[config.mk]
export PLATFORM = sky130hd
export DESIGN_NAME = de0_nano_io_top
export DESIGN_NICKNAME = d
export VERILOG_FILES = /design/src/logic/io_board_pkg.sv /design/src/logic/hm_bus_pkg.sv /design/src/logic/gpio_reg_if.sv /design/src/logic/hm_bus_port.sv /design/src/logic/gpio_port_bank.sv /design/src/logic/key_debouncer.sv /design/src/logic/reset_request_gen.sv /design/src/logic/de0_nano_io_top.sv
export SDC_FILE = /design/constraint.sdc
export NUM_CORES = 1
export LEC_CHECK = 0
export BUFFER_PORTS_ARGS = -buffer_cell sky130_fd_sc_hd__buf_2
export CAP_MARGIN = 25
export CORE_MARGIN = 4
export CORE_UTILIZATION = 40
export DETAILED_ROUTE_END_ITERATION = 10
export GPL_TIMING_DRIVEN = 0
export PLACE_DENSITY = 0.67
export SLEW_MARGIN = 10
export SYNTH_ARGS = -nofsm -noshare
export SYNTH_HDL_FRONTEND = slang
export SYNTH_HIERARCHICAL = 1
export SYNTH_SLANG_ARGS = --single-unit
[constraint.sdc]
create_clock -name clk -period 8.1 [get_ports clk]
set_input_delay 1.62 -clock clk [delete_from_list [all_inputs] [get_ports clk]]
set_output_delay 1.62 -clock clk [all_outputs]
set_load 0.02 [all_outputs]
[src/logic/io_board_pkg.sv]
package io_board_pkg;

	// ====================================================================
	// board dimensions
	// ====================================================================

	localparam int num_gpio = 2;    // header ports, one bus word each
	localparam int gpio_width = 32; // header cut down from 36 pins
	localparam int key_count = 2;   // push-buttons, active low

	// ====================================================================
	// timing defaults, in clk cycles
	// ====================================================================

	localparam int debounce_cycles = 16;  // stable samples before a key flips
	localparam int long_hold_cycles = 64; // press length that means cold reset

	// reset request fsm
	typedef enum logic [1:0] {
		RST_IDLE = 2'd0, // key released
		RST_HELD = 2'd1, // pressed, counting
		RST_LONG = 2'd2  // cold already sent, wait for release
	} rst_state_t;

endpackage

[src/logic/hm_bus_pkg.sv]
package hm_bus_pkg;

	// ====================================================================
	// host bus widths
	// ====================================================================

	localparam int bus_width = 32;  // data word
	localparam int addr_width = 8;  // word address, byte lanes already stripped

	// ====================================================================
	// address layout
	// ====================================================================

	// low bits pick the register inside a port
	localparam int reg_sel_width = 2;
	// everything above is the port index
	localparam int port_idx_width = addr_width - reg_sel_width;

	// register opcodes, one per low address value
	typedef enum logic [reg_sel_width-1:0] {
		REG_DATA = 2'd0, // output data, r/w
		REG_DDR  = 2'd1, // direction, 1 = drive, r/w
		REG_PINS = 2'd2, // synchronized pin level, read only
		REG_NONE = 2'd3  // unused slot, reads zero
	} reg_sel_t;

endpackage

[src/logic/gpio_reg_if.sv]
interface gpio_reg_if #(
	parameter int NUM_GPIO = io_board_pkg::num_gpio
);
	import hm_bus_pkg::*;

	// at least one select bit even for a single port
	localparam int PORT_W = (NUM_GPIO > 1) ? $clog2(NUM_GPIO) : 1;

	logic                 wr_en;    // one-cycle write pulse, already qualified
	logic [PORT_W-1:0]    port_sel;
	reg_sel_t             reg_sel;
	logic [bus_width-1:0] wdata;
	logic [bus_width-1:0] rdata;    // comb from port_sel / reg_sel

	modport master (output wr_en, port_sel, reg_sel, wdata, input rdata);
	modport bank (input wr_en, port_sel, reg_sel, wdata, output rdata);

endinterface

[src/logic/hm_bus_port.sv]
module hm_bus_port #(
	parameter int NUM_GPIO = io_board_pkg::num_gpio
) (
	input  logic                             clk,
	input  logic                             reset,
	input  logic                             chip_select,
	input  logic                             bus_write,
	input  logic                             bus_read,
	input  logic [hm_bus_pkg::addr_width-1:0] bus_address,
	input  logic [hm_bus_pkg::bus_width-1:0]  bus_wdata,
	output logic [hm_bus_pkg::bus_width-1:0]  bus_rdata,
	output logic                             read_valid,
	gpio_reg_if.master                       regs
);
	import hm_bus_pkg::*;

	logic [port_idx_width-1:0] port_idx;
	reg_sel_t                  reg_sel;
	logic                      port_hit;     // index inside the bank
	logic                      rd_req;
	logic                      rd_hit;       // read that returns bank data
	logic                      rd_stage;     // wait state valid
	logic [bus_width-1:0]      rdata_stage;  // data held over the wait state

	// ====================================================================
	// address decode and strobe qualify
	// ====================================================================

	assign port_idx = bus_address[addr_width-1:reg_sel_width];
	assign reg_sel = reg_sel_t'(bus_address[reg_sel_width-1:0]);
	assign port_hit = 32'(port_idx) < NUM_GPIO;

	// only data and ddr are writable, everything else is dropped here
	assign regs.wr_en = chip_select && bus_write && port_hit
		&& (reg_sel == REG_DATA || reg_sel == REG_DDR);
	assign regs.port_sel = port_idx[regs.PORT_W-1:0]; // in range once port_hit
	assign regs.reg_sel = reg_sel;
	assign regs.wdata = bus_wdata;

	assign rd_req = chip_select && bus_read;
	assign rd_hit = port_hit && reg_sel != REG_NONE; // misses read zero

	// ====================================================================
	// read pipe, strobe edge then one wait state
	// ====================================================================

	always_ff @(posedge clk) begin
		if (reset) begin
			rd_stage <= 1'b0;
			read_valid <= 1'b0;
		end else begin
			rd_stage <= rd_req;
			read_valid <= rd_stage; // high for exactly one cycle per read
		end
	end

	always_ff @(posedge clk) begin
		if (rd_req) begin
			rdata_stage <= rd_hit ? regs.rdata : '0;
		end
		if (rd_stage) begin
			bus_rdata <= rdata_stage; // holds until the next read
		end
	end

endmodule

[src/logic/gpio_port_bank.sv]
module gpio_port_bank #(
	parameter int NUM_GPIO = io_board_pkg::num_gpio,
	parameter int GPIO_WIDTH = io_board_pkg::gpio_width
) (
	input  logic                           clk,
	input  logic                           reset,
	gpio_reg_if.bank                       regs,
	input  logic [NUM_GPIO*GPIO_WIDTH-1:0] gpio_in,
	output logic [NUM_GPIO*GPIO_WIDTH-1:0] gpio_out,
	output logic [NUM_GPIO*GPIO_WIDTH-1:0] gpio_oe
);
	import hm_bus_pkg::*;

	logic [GPIO_WIDTH-1:0] data_q [NUM_GPIO];   // output latch per port
	logic [GPIO_WIDTH-1:0] ddr_q [NUM_GPIO];    // 1 = pin driven
	logic [GPIO_WIDTH-1:0] pin_meta [NUM_GPIO]; // first sync flop
	logic [GPIO_WIDTH-1:0] pin_sync [NUM_GPIO]; // safe to read
	logic [GPIO_WIDTH-1:0] rd_word;

	// ====================================================================
	// data and direction registers
	// ====================================================================

	// wr_en arrives qualified, so no range check here
	always_ff @(posedge clk) begin
		if (reset) begin
			for (int p = 0; p < NUM_GPIO; p++) begin
				data_q[p] <= '0;
				ddr_q[p] <= '0; // all pins inputs out of reset
			end
		end else if (regs.wr_en) begin
			case (regs.reg_sel)
				REG_DATA: data_q[regs.port_sel] <= regs.wdata[GPIO_WIDTH-1:0];
				REG_DDR:  ddr_q[regs.port_sel] <= regs.wdata[GPIO_WIDTH-1:0];
				default:  ;
			endcase
		end
	end

	// ====================================================================
	// pin input synchronizers
	// ====================================================================

	always_ff @(posedge clk) begin
		for (int p = 0; p < NUM_GPIO; p++) begin
			pin_meta[p] <= gpio_in[p*GPIO_WIDTH +: GPIO_WIDTH];
			pin_sync[p] <= pin_meta[p];
		end
	end

	// flatten back onto the header vectors
	for (genvar p = 0; p < NUM_GPIO; p++) begin : g_pins
		assign gpio_out[p*GPIO_WIDTH +: GPIO_WIDTH] = data_q[p];
		assign gpio_oe[p*GPIO_WIDTH +: GPIO_WIDTH] = ddr_q[p];
	end

	// read mux, bus port registers it
	always_comb begin
		case (regs.reg_sel)
			REG_DATA: rd_word = data_q[regs.port_sel];
			REG_DDR:  rd_word = ddr_q[regs.port_sel];
			REG_PINS: rd_word = pin_sync[regs.port_sel];
			default:  rd_word = '0;
		endcase
	end

	assign regs.rdata = bus_width'(rd_word); // zero extend narrow ports

endmodule

[src/logic/key_debouncer.sv]
module key_debouncer #(
	parameter int DEBOUNCE_CYCLES = io_board_pkg::debounce_cycles
) (
	input  logic                            clk,
	input  logic                            reset,
	input  logic [io_board_pkg::key_count-1:0] key,
	output logic [io_board_pkg::key_count-1:0] key_debounced
);
	import io_board_pkg::*;

	localparam int CNT_W = $clog2(DEBOUNCE_CYCLES + 1);

	logic [key_count-1:0] key_meta;                // buttons are async
	logic [key_count-1:0] key_sync;
	logic [CNT_W-1:0]     stable_cnt [key_count];  // samples at the new level

	always_ff @(posedge clk) begin
		if (reset) begin
			key_meta <= '1;
			key_sync <= '1;
			key_debounced <= '1; // released
			for (int k = 0; k < key_count; k++) begin
				stable_cnt[k] <= '0;
			end
		end else begin
			key_meta <= key;
			key_sync <= key_meta;
			for (int k = 0; k < key_count; k++) begin
				if (key_sync[k] == key_debounced[k]) begin
					stable_cnt[k] <= '0; // glitch over, start again
				end else if (stable_cnt[k] == CNT_W'(DEBOUNCE_CYCLES - 1)) begin
					key_debounced[k] <= key_sync[k];
					stable_cnt[k] <= '0;
				end else begin
					stable_cnt[k] <= stable_cnt[k] + 1'b1;
				end
			end
		end
	end

endmodule

[src/logic/reset_request_gen.sv]
module reset_request_gen #(
	parameter int LONG_HOLD_CYCLES = io_board_pkg::long_hold_cycles
) (
	input  logic clk,
	input  logic reset,
	input  logic key_pressed,    // debounced, active high here
	output logic hps_warm_reset, // one-cycle pulse
	output logic hps_cold_reset  // one-cycle pulse
);
	import io_board_pkg::*;

	localparam int CNT_W = $clog2(LONG_HOLD_CYCLES + 1);

	rst_state_t       state;
	logic [CNT_W-1:0] hold_cnt; // pressed cycles so far

	always_ff @(posedge clk) begin
		if (reset) begin
			state <= RST_IDLE;
			hold_cnt <= '0;
			hps_warm_reset <= 1'b0;
			hps_cold_reset <= 1'b0;
		end else begin
			hps_warm_reset <= 1'b0; // pulses by default
			hps_cold_reset <= 1'b0;
			case (state)
				RST_IDLE: begin
					if (key_pressed) begin
						state <= RST_HELD;
						hold_cnt <= CNT_W'(1); // this cycle counts
					end
				end
				RST_HELD: begin
					if (!key_pressed) begin
						hps_warm_reset <= 1'b1; // short press
						state <= RST_IDLE;
					end else if (hold_cnt == CNT_W'(LONG_HOLD_CYCLES - 1)) begin
						hps_cold_reset <= 1'b1; // long press, fire now
						state <= RST_LONG;
					end else begin
						hold_cnt <= hold_cnt + 1'b1;
					end
				end
				RST_LONG: begin
					if (!key_pressed) begin
						state <= RST_IDLE; // release is silent
					end
				end
				default: state <= RST_IDLE;
			endcase
		end
	end

endmodule

[src/logic/de0_nano_io_top.sv]
module de0_nano_io_top #(
	parameter int NUM_GPIO = io_board_pkg::num_gpio,
	parameter int GPIO_WIDTH = io_board_pkg::gpio_width,
	parameter int DEBOUNCE_CYCLES = io_board_pkg::debounce_cycles,
	parameter int LONG_HOLD_CYCLES = io_board_pkg::long_hold_cycles
) (
	input  logic                               clk,
	input  logic                               reset,
	// host bus
	input  logic                               chip_select,
	input  logic                               bus_write,
	input  logic                               bus_read,
	input  logic [hm_bus_pkg::addr_width-1:0]  bus_address,
	input  logic [hm_bus_pkg::bus_width-1:0]   bus_wdata,
	output logic [hm_bus_pkg::bus_width-1:0]   bus_rdata,
	output logic                               read_valid,
	// header pins, split in / out / oe
	input  logic [NUM_GPIO*GPIO_WIDTH-1:0]     gpio_in,
	output logic [NUM_GPIO*GPIO_WIDTH-1:0]     gpio_out,
	output logic [NUM_GPIO*GPIO_WIDTH-1:0]     gpio_oe,
	// buttons and processor reset requests
	input  logic [io_board_pkg::key_count-1:0] key,
	output logic [io_board_pkg::key_count-1:0] key_debounced,
	output logic                               hps_warm_reset,
	output logic                               hps_cold_reset
);

	// ====================================================================
	// host bus to gpio registers
	// ====================================================================

	gpio_reg_if #(.NUM_GPIO(NUM_GPIO)) gpio_regs ();

	hm_bus_port #(.NUM_GPIO(NUM_GPIO)) hm_bus_port_inst (
		.clk         (clk),
		.reset       (reset),
		.chip_select (chip_select),
		.bus_write   (bus_write),
		.bus_read    (bus_read),
		.bus_address (bus_address),
		.bus_wdata   (bus_wdata),
		.bus_rdata   (bus_rdata),
		.read_valid  (read_valid),
		.regs        (gpio_regs)
	);

	gpio_port_bank #(
		.NUM_GPIO   (NUM_GPIO),
		.GPIO_WIDTH (GPIO_WIDTH)
	) gpio_port_bank_inst (
		.clk      (clk),
		.reset    (reset),
		.regs     (gpio_regs),
		.gpio_in  (gpio_in),
		.gpio_out (gpio_out),
		.gpio_oe  (gpio_oe)
	);

	// ====================================================================
	// keys and reset requests
	// ====================================================================

	key_debouncer #(.DEBOUNCE_CYCLES(DEBOUNCE_CYCLES)) key_debouncer_inst (
		.clk           (clk),
		.reset         (reset),
		.key           (key),
		.key_debounced (key_debounced)
	);

	reset_request_gen #(.LONG_HOLD_CYCLES(LONG_HOLD_CYCLES)) reset_request_gen_inst (
		.clk            (clk),
		.reset          (reset),
		.key_pressed    (!key_debounced[0]), // key 0 is active low
		.hps_warm_reset (hps_warm_reset),
		.hps_cold_reset (hps_cold_reset)
	);

endmodule

## Word level (Yosys, flattened, before mapping)

Memories as Yosys holds them, arrays and structs flattened.
Cells that the tools add are included.

- Register bits after elaboration: 83
- Memory bits (writable): 266
- Word-level logic and storage cells: 118
- Memories: 5

- $add $sub $neg: 3
- Order comparisons: 1
- Equal/unequal tests: 15
- Multiplexer cells: 56
- Bitwise gates (word level): 9
- Reductions and logical operators: 17

Memory list:

| name | words | width | rd ports | clocked after Yosys merged registers in | write ports | line | source |
|---|---|---|---|---|---|---|---|
| gpio_port_bank_inst.data_q | 2 | 32 | 3 | 0 | 2 | gpio_port_bank.sv:14 | `logic [GPIO_WIDTH-1:0] data_q [NUM_GPIO];` |
| gpio_port_bank_inst.ddr_q | 2 | 32 | 3 | 0 | 2 | gpio_port_bank.sv:15 | `logic [GPIO_WIDTH-1:0] ddr_q [NUM_GPIO];` |
| gpio_port_bank_inst.pin_meta | 2 | 32 | 2 | 0 | 2 | gpio_port_bank.sv:16 | `logic [GPIO_WIDTH-1:0] pin_meta [NUM_GPIO];` |
| gpio_port_bank_inst.pin_sync | 2 | 32 | 1 | 0 | 2 | gpio_port_bank.sv:17 | `logic [GPIO_WIDTH-1:0] pin_sync [NUM_GPIO];` |
| key_debouncer_inst.stable_cnt | 2 | 5 | 2 | 0 | 2 | key_debouncer.sv:15 | `logic [CNT_W-1:0] stable_cnt [key_count];` |

Operators by type and width:

| cell | count |
|---|---|
| 32-bit one-hot mux with 3 select lines | 1 |
| 32-bit 2-to-1 mux | 2 |
| 32-bit OR reduction | 2 |
| 1-bit 2-to-1 mux | 38 |
| 5-bit 2-to-1 mux | 6 |
| 7-bit 2-to-1 mux | 3 |
| 7-bit one-hot mux with 2 select lines | 1 |
| 5-bit by 1-bit adder with 5-bit output (second input constant) | 2 |
| 5-bit by 4-bit == test with 1-bit output (second input constant) | 2 |
| 2-bit inequality test (second input constant) | 5 |
| 2-bit 2-to-1 mux | 4 |
| 7-bit by 1-bit adder with 7-bit output (second input constant) | 1 |
| 7-bit by 6-bit == test with 1-bit output (second input constant) | 1 |
| 6-bit by 2-bit < comparator with 1-bit output (second input constant) | 1 |
| 1-bit bitwise OR | 6 |
| 2-bit one-hot mux with 3 select lines | 1 |
| 1-bit logical AND | 5 |
| 2-bit by 1-bit == test with 1-bit output (second input constant) | 2 |
| 2-bit == test (second input constant) | 2 |
| 2-bit zero test | 2 |
| 2-bit AND reduction | 2 |
| 4-bit AND reduction | 1 |
| 3-bit by 2-bit inequality test with 1-bit output (second input constant) | 1 |
| 1-bit NOT | 3 |
| 6 further kinds | 7 |

## Longest topological paths before layout

- Word-level depth: 8
- Depth in mapped cells: 8

## Cells and area by module

Netlist, hierarchy kept.

By module, submodules not included:

| module | instances | cells an instance | area each (µm²) | sequential area each (µm²) |
|---|---|---|---|---|
| gpio_port_bank | 1 | 590 | 8,864.8 | 6,406.1 |
| hm_bus_port | 1 | 186 | 2,957.8 | 1,961.9 |
| key_debouncer | 1 | 55 | 680.7 | 420.4 |
| reset_request_gen | 1 | 59 | 545.5 | 220.2 |
| de0_nano_io_top | 1 | 1 | 3.8 | 0.0 |

## Worst setup path before layout

Ideal clock, no wire load.

- Kind: input to register
- Start: in bus_address[4] (netlist bit)
- End: mem gpio_port_bank_inst/data_q[0][0] (netlist bit), enable pin
- Library setup time: 0.375 ns
- Arrival: 3.510 ns
- Slack: 4.215 ns
- Stages on the path: 6
- Buffers on the path: 1
- Cells stage by stage: buf_6 -> or4_4 -> nor4_2 -> or3b_4 -> nor3_4 -> or2_2

RTL lines:

| what | line | source |
|---|---|---|
| start, declared | de0_nano_io_top.sv:13 | `input logic [hm_bus_pkg::addr_width-1:0] bus_address,` |
| end, declared | gpio_port_bank.sv:14 |  |

==> run_results.csv <==
group,metric,value,unit
floorplanning,die_x,189,um
setup_path,critPathBufInv,1,
sta,worstMarginPinSlew,1060,ps
finish,post_route_cells_drive_above_1_share,36.8,%
clock_network,clock_latency,520,ps
floorplanning,initial_core_util,40.9,%
setup_path,path_class,"in2reg",
worst_hold_path,min_path_type,"reg2reg",
finish,syn_to_final_growth,23.0,%
logic_synthesis,synth_cell_types,48,
sta,finalSetupViolCount,0,
place,port_buffers,240,
drt,drc,0,
sta,finalCritPeriodShare,51.1,%
clock_network,cts_root_buf,"clkbuf_16",
logic_synthesis,netlist_top_cells_area,"edfxtp_1 (46%), dfxtp_1 (23%), and2_1 (6.2%)",
drt,drtAntennaViolNets,0,
logic_synthesis,synth-edff-count,202,
setup_path,cp_slowest_stage_delay,880,ps
logic_synthesis,postSynth.asyncResetShare,0,%
setup_path,critical_path.slowest_cell,"or2_2",
logic_synthesis,synth_ff_type,"edfxtp_1",
clock_network,postCtsHoldBufs,0,
pwr,p_per_area,242,nW/um^2
logic_synthesis,yosys.area.top_type,"edfxtp_1",
setup_path,critical_path.cell_chain,"clkbuf_1, or4_4, nor4_2, or3b_4, nor3_4, or2_2",
sta,fin_skew,22.3,ps
sta,fmax,0.242,GHz
sta,hold_ws,323,ps
global_routing,track_usage,18.1,%
place,hpwlAfterDp,23500,um
logic_synthesis,syn_area_per_cell,14.6,um^2
status,status,"completed",
drt,via_count,7900,
floorplanning,core-area,31900,um^2
setup_path,worst-path-max-fanout,32,
floorplanning,ios,276,
global_routing,grt_pass1_wl,49000,um
floorplanning,rows,65,
clock_network,ctsResizeCount,0,
sta,rsz0062_at_grt,"false",
setup_path,crit_family,"simple AND/OR/NAND/NOR gates",
sta,slew_violations,0,
sta,fin_crit,4140,ps
logic_synthesis,synthCells,891,
clock_network,numCtsBuffers,37,
setup_path,endpoint_kind,"flip-flop",
clock_network,clkSinkCount,349,
clock_network,cts_max_level,2,
setup_path,cp.required,8230,ps
logic_synthesis,synth_most_common_cell,"edfxtp_1",
place,routabilityCongestion,0.760,
clock_network,clock_path_buffers,3,
pwr,ir_drop,0.131,mV
drt,drt_iter0_drc,337,
clock_network,tritoncts,"done",
setup_path,start_kind,"primary input",
logic_synthesis,ys_top_cells_by_count,"edfxtp_1 (202), dfxtp_1 (147), and2_1 (129), mux2i_1 (65), buf_4 (40)",
clock_network,post_cts_buffers,0,
logic_synthesis,synth.top_cell.area_share,46.5,%
logic_synthesis,ys_warn_count,6,
global_routing,antenna_found_initial,3,
global_routing,grt_start_max_net_pins,34,
floorplanning,die_h,189,um
floorplanning,dieArea,35600,um^2
finish,nets,1297,
sta,slew_headroom,29.5,%
global_routing,grt_pass1_vias,8143,
flow_run,cap_violations,0,
setup_path,cp.arrival,4260,ps
drt,drt_pre_antenna_iters,5,
logic_synthesis,synth_area,13100,um^2
drt,wl_per_cell,20.3,um
drt,vias_per_cell,4.80,
global_routing,globalRouteOverflowTotal,0,
setup_path,r2r_cells,5,
sta,hold_viol_final,0,
sta,fin_tns_setup,0,ps
drt,routed_wl,33300,um
logic_synthesis,ys_seq_area_share,69.0,%
clock_network,clk_pin_slew,60,ps
pwr,cellLeakagePower,6.34,nW
setup_path,path_depth,6,
logic_synthesis,synth-seq-cells,349,
worst_hold_path,whs_path_depth,0,
finish,fillers,2805,
## logic make-up after synthesis
logic type                 after synthesis  synth area share [%]
buffers and inverters                   90                  4.15
other                                    1                0.0287
AOI/OAI and AO/OA                       48                  3.00
and+or+nand+nor                        294                  15.1
adders and majority gates                5                 0.479
muxes                                   98                  7.86
DFF                                    349                  69.0
xor gates and xnor gates                 6                 0.403
## flip-flops by register name (all words and copies together), names as in the netlist
signal                                 count
gpio_port_bank_inst/data_q                64
gpio_port_bank_inst/ddr_q                 64
gpio_port_bank_inst/pin_meta              64
gpio_port_bank_inst/pin_sync              64
hm_bus_port_inst/bus_rdata                32
hm_bus_port_inst/rdata_stage              32
key_debouncer_inst/stable_cnt             10
reset_request_gen_inst/hold_cnt            7
key_debouncer_inst/key_debounced           2
key_debouncer_inst/key_meta                2
key_debouncer_inst/key_sync                2
reset_request_gen_inst/state               2
hm_bus_port_inst/rd_stage                  1
hm_bus_port_inst/read_valid                1
reset_request_gen_inst/hps_cold_reset      1
reset_request_gen_inst/hps_warm_reset      1
## stage by stage
| stage | total power [mW] | worst slack, ps | instances | utilization [%] | instance area (um^2) |
|---|---|---|---|---|---|
| 2_1_floorplan | 2.19 | 4220 | 900 | - | 13100 |
| 3_3_place_gp | 2.31 | 3480 | 1575 | 46.5 | 14800 |
| 5_1_grt | 4.02 | 3780 | 1646 | 50.4 | 16100 |
| 3_5_place_dp | 2.31 | 3420 | 1577 | 46.7 | 14900 |
| 4_1_cts | 3.92 | 3940 | 1645 | 50.4 | 16100 |
| 6_report | 3.88 | 3960 | 1646 | 50.4 | 16100 |
## metal layers
metal	part of all wire (%)	GRT usage, %	up-vias
met5	0.042	0	-
met4	2.5	5.33	4
met3	7.0	4.43	53
met2	48	30.8	263
met1	42	23.1	3830
li1	-	-	3750
## cell usage in the layout (no fill, tap or decap), types with 3 or more instances in the layout
cell,instances
clkbuf_1,31
conb_1,10
clkbuf_16,38
and2_1,128
nor2b_1,7
clkbuf_8,6
buf_4,40
clkinv_1,4
edfxtp_1,202
mux2i_1,65
dfxtp_1,146
nor4_1,3
or2_2,8
buf_6,4
clkinv_2,4
inv_1,6
buf_2,253
clkbuf_2,6
xnor2_1,4
mux2_2,32
nor2_1,14
a21oi_1,5
nor3_1,3
nand2b_1,37
nand3_1,5
o221ai_1,32
ha_1,5
nor4_2,31
nand2_1,38
## final timing paths
path / startpoint / to / slack (ps)
max: bus_address[7] / gpio_port_bank_inst/data_q[0][24] / 3960
min: gpio_port_bank_inst/pin_meta[0][6] / gpio_port_bank_inst/pin_sync[0][6] / 320
min reg2reg: gpio_port_bank_inst/pin_meta[0][6] / gpio_port_bank_inst/pin_sync[0][6] / 320
max reg2reg: key_debouncer_inst/stable_cnt[1][0] / key_debouncer_inst/stable_cnt[1][2] / 6390
## cell type report
type                       instances  area, um^2  share of cell area [%]
sequential                       349        9010                    56.1
clock inverter                    14         101                   0.631
clock buffer                      54        1070                    6.67
buffer                            84         519                    3.23
antenna                            1        2.50                  0.0156
multi-input combinational        461        3540                    22.0
timing repair buffer             242        1250                    7.78
inverter                           6        22.5                   0.140
tap                              435         544                    3.39
## where the power goes
group / total [mW] / internal, mW / switching, mW
Combinational: 0.285 / 0.104 / 0.181
Sequential: 1.99 / 1.96 / 0.0336
Clock: 1.61 / 0.927 / 0.678
(Power assumes the default switching activity.)
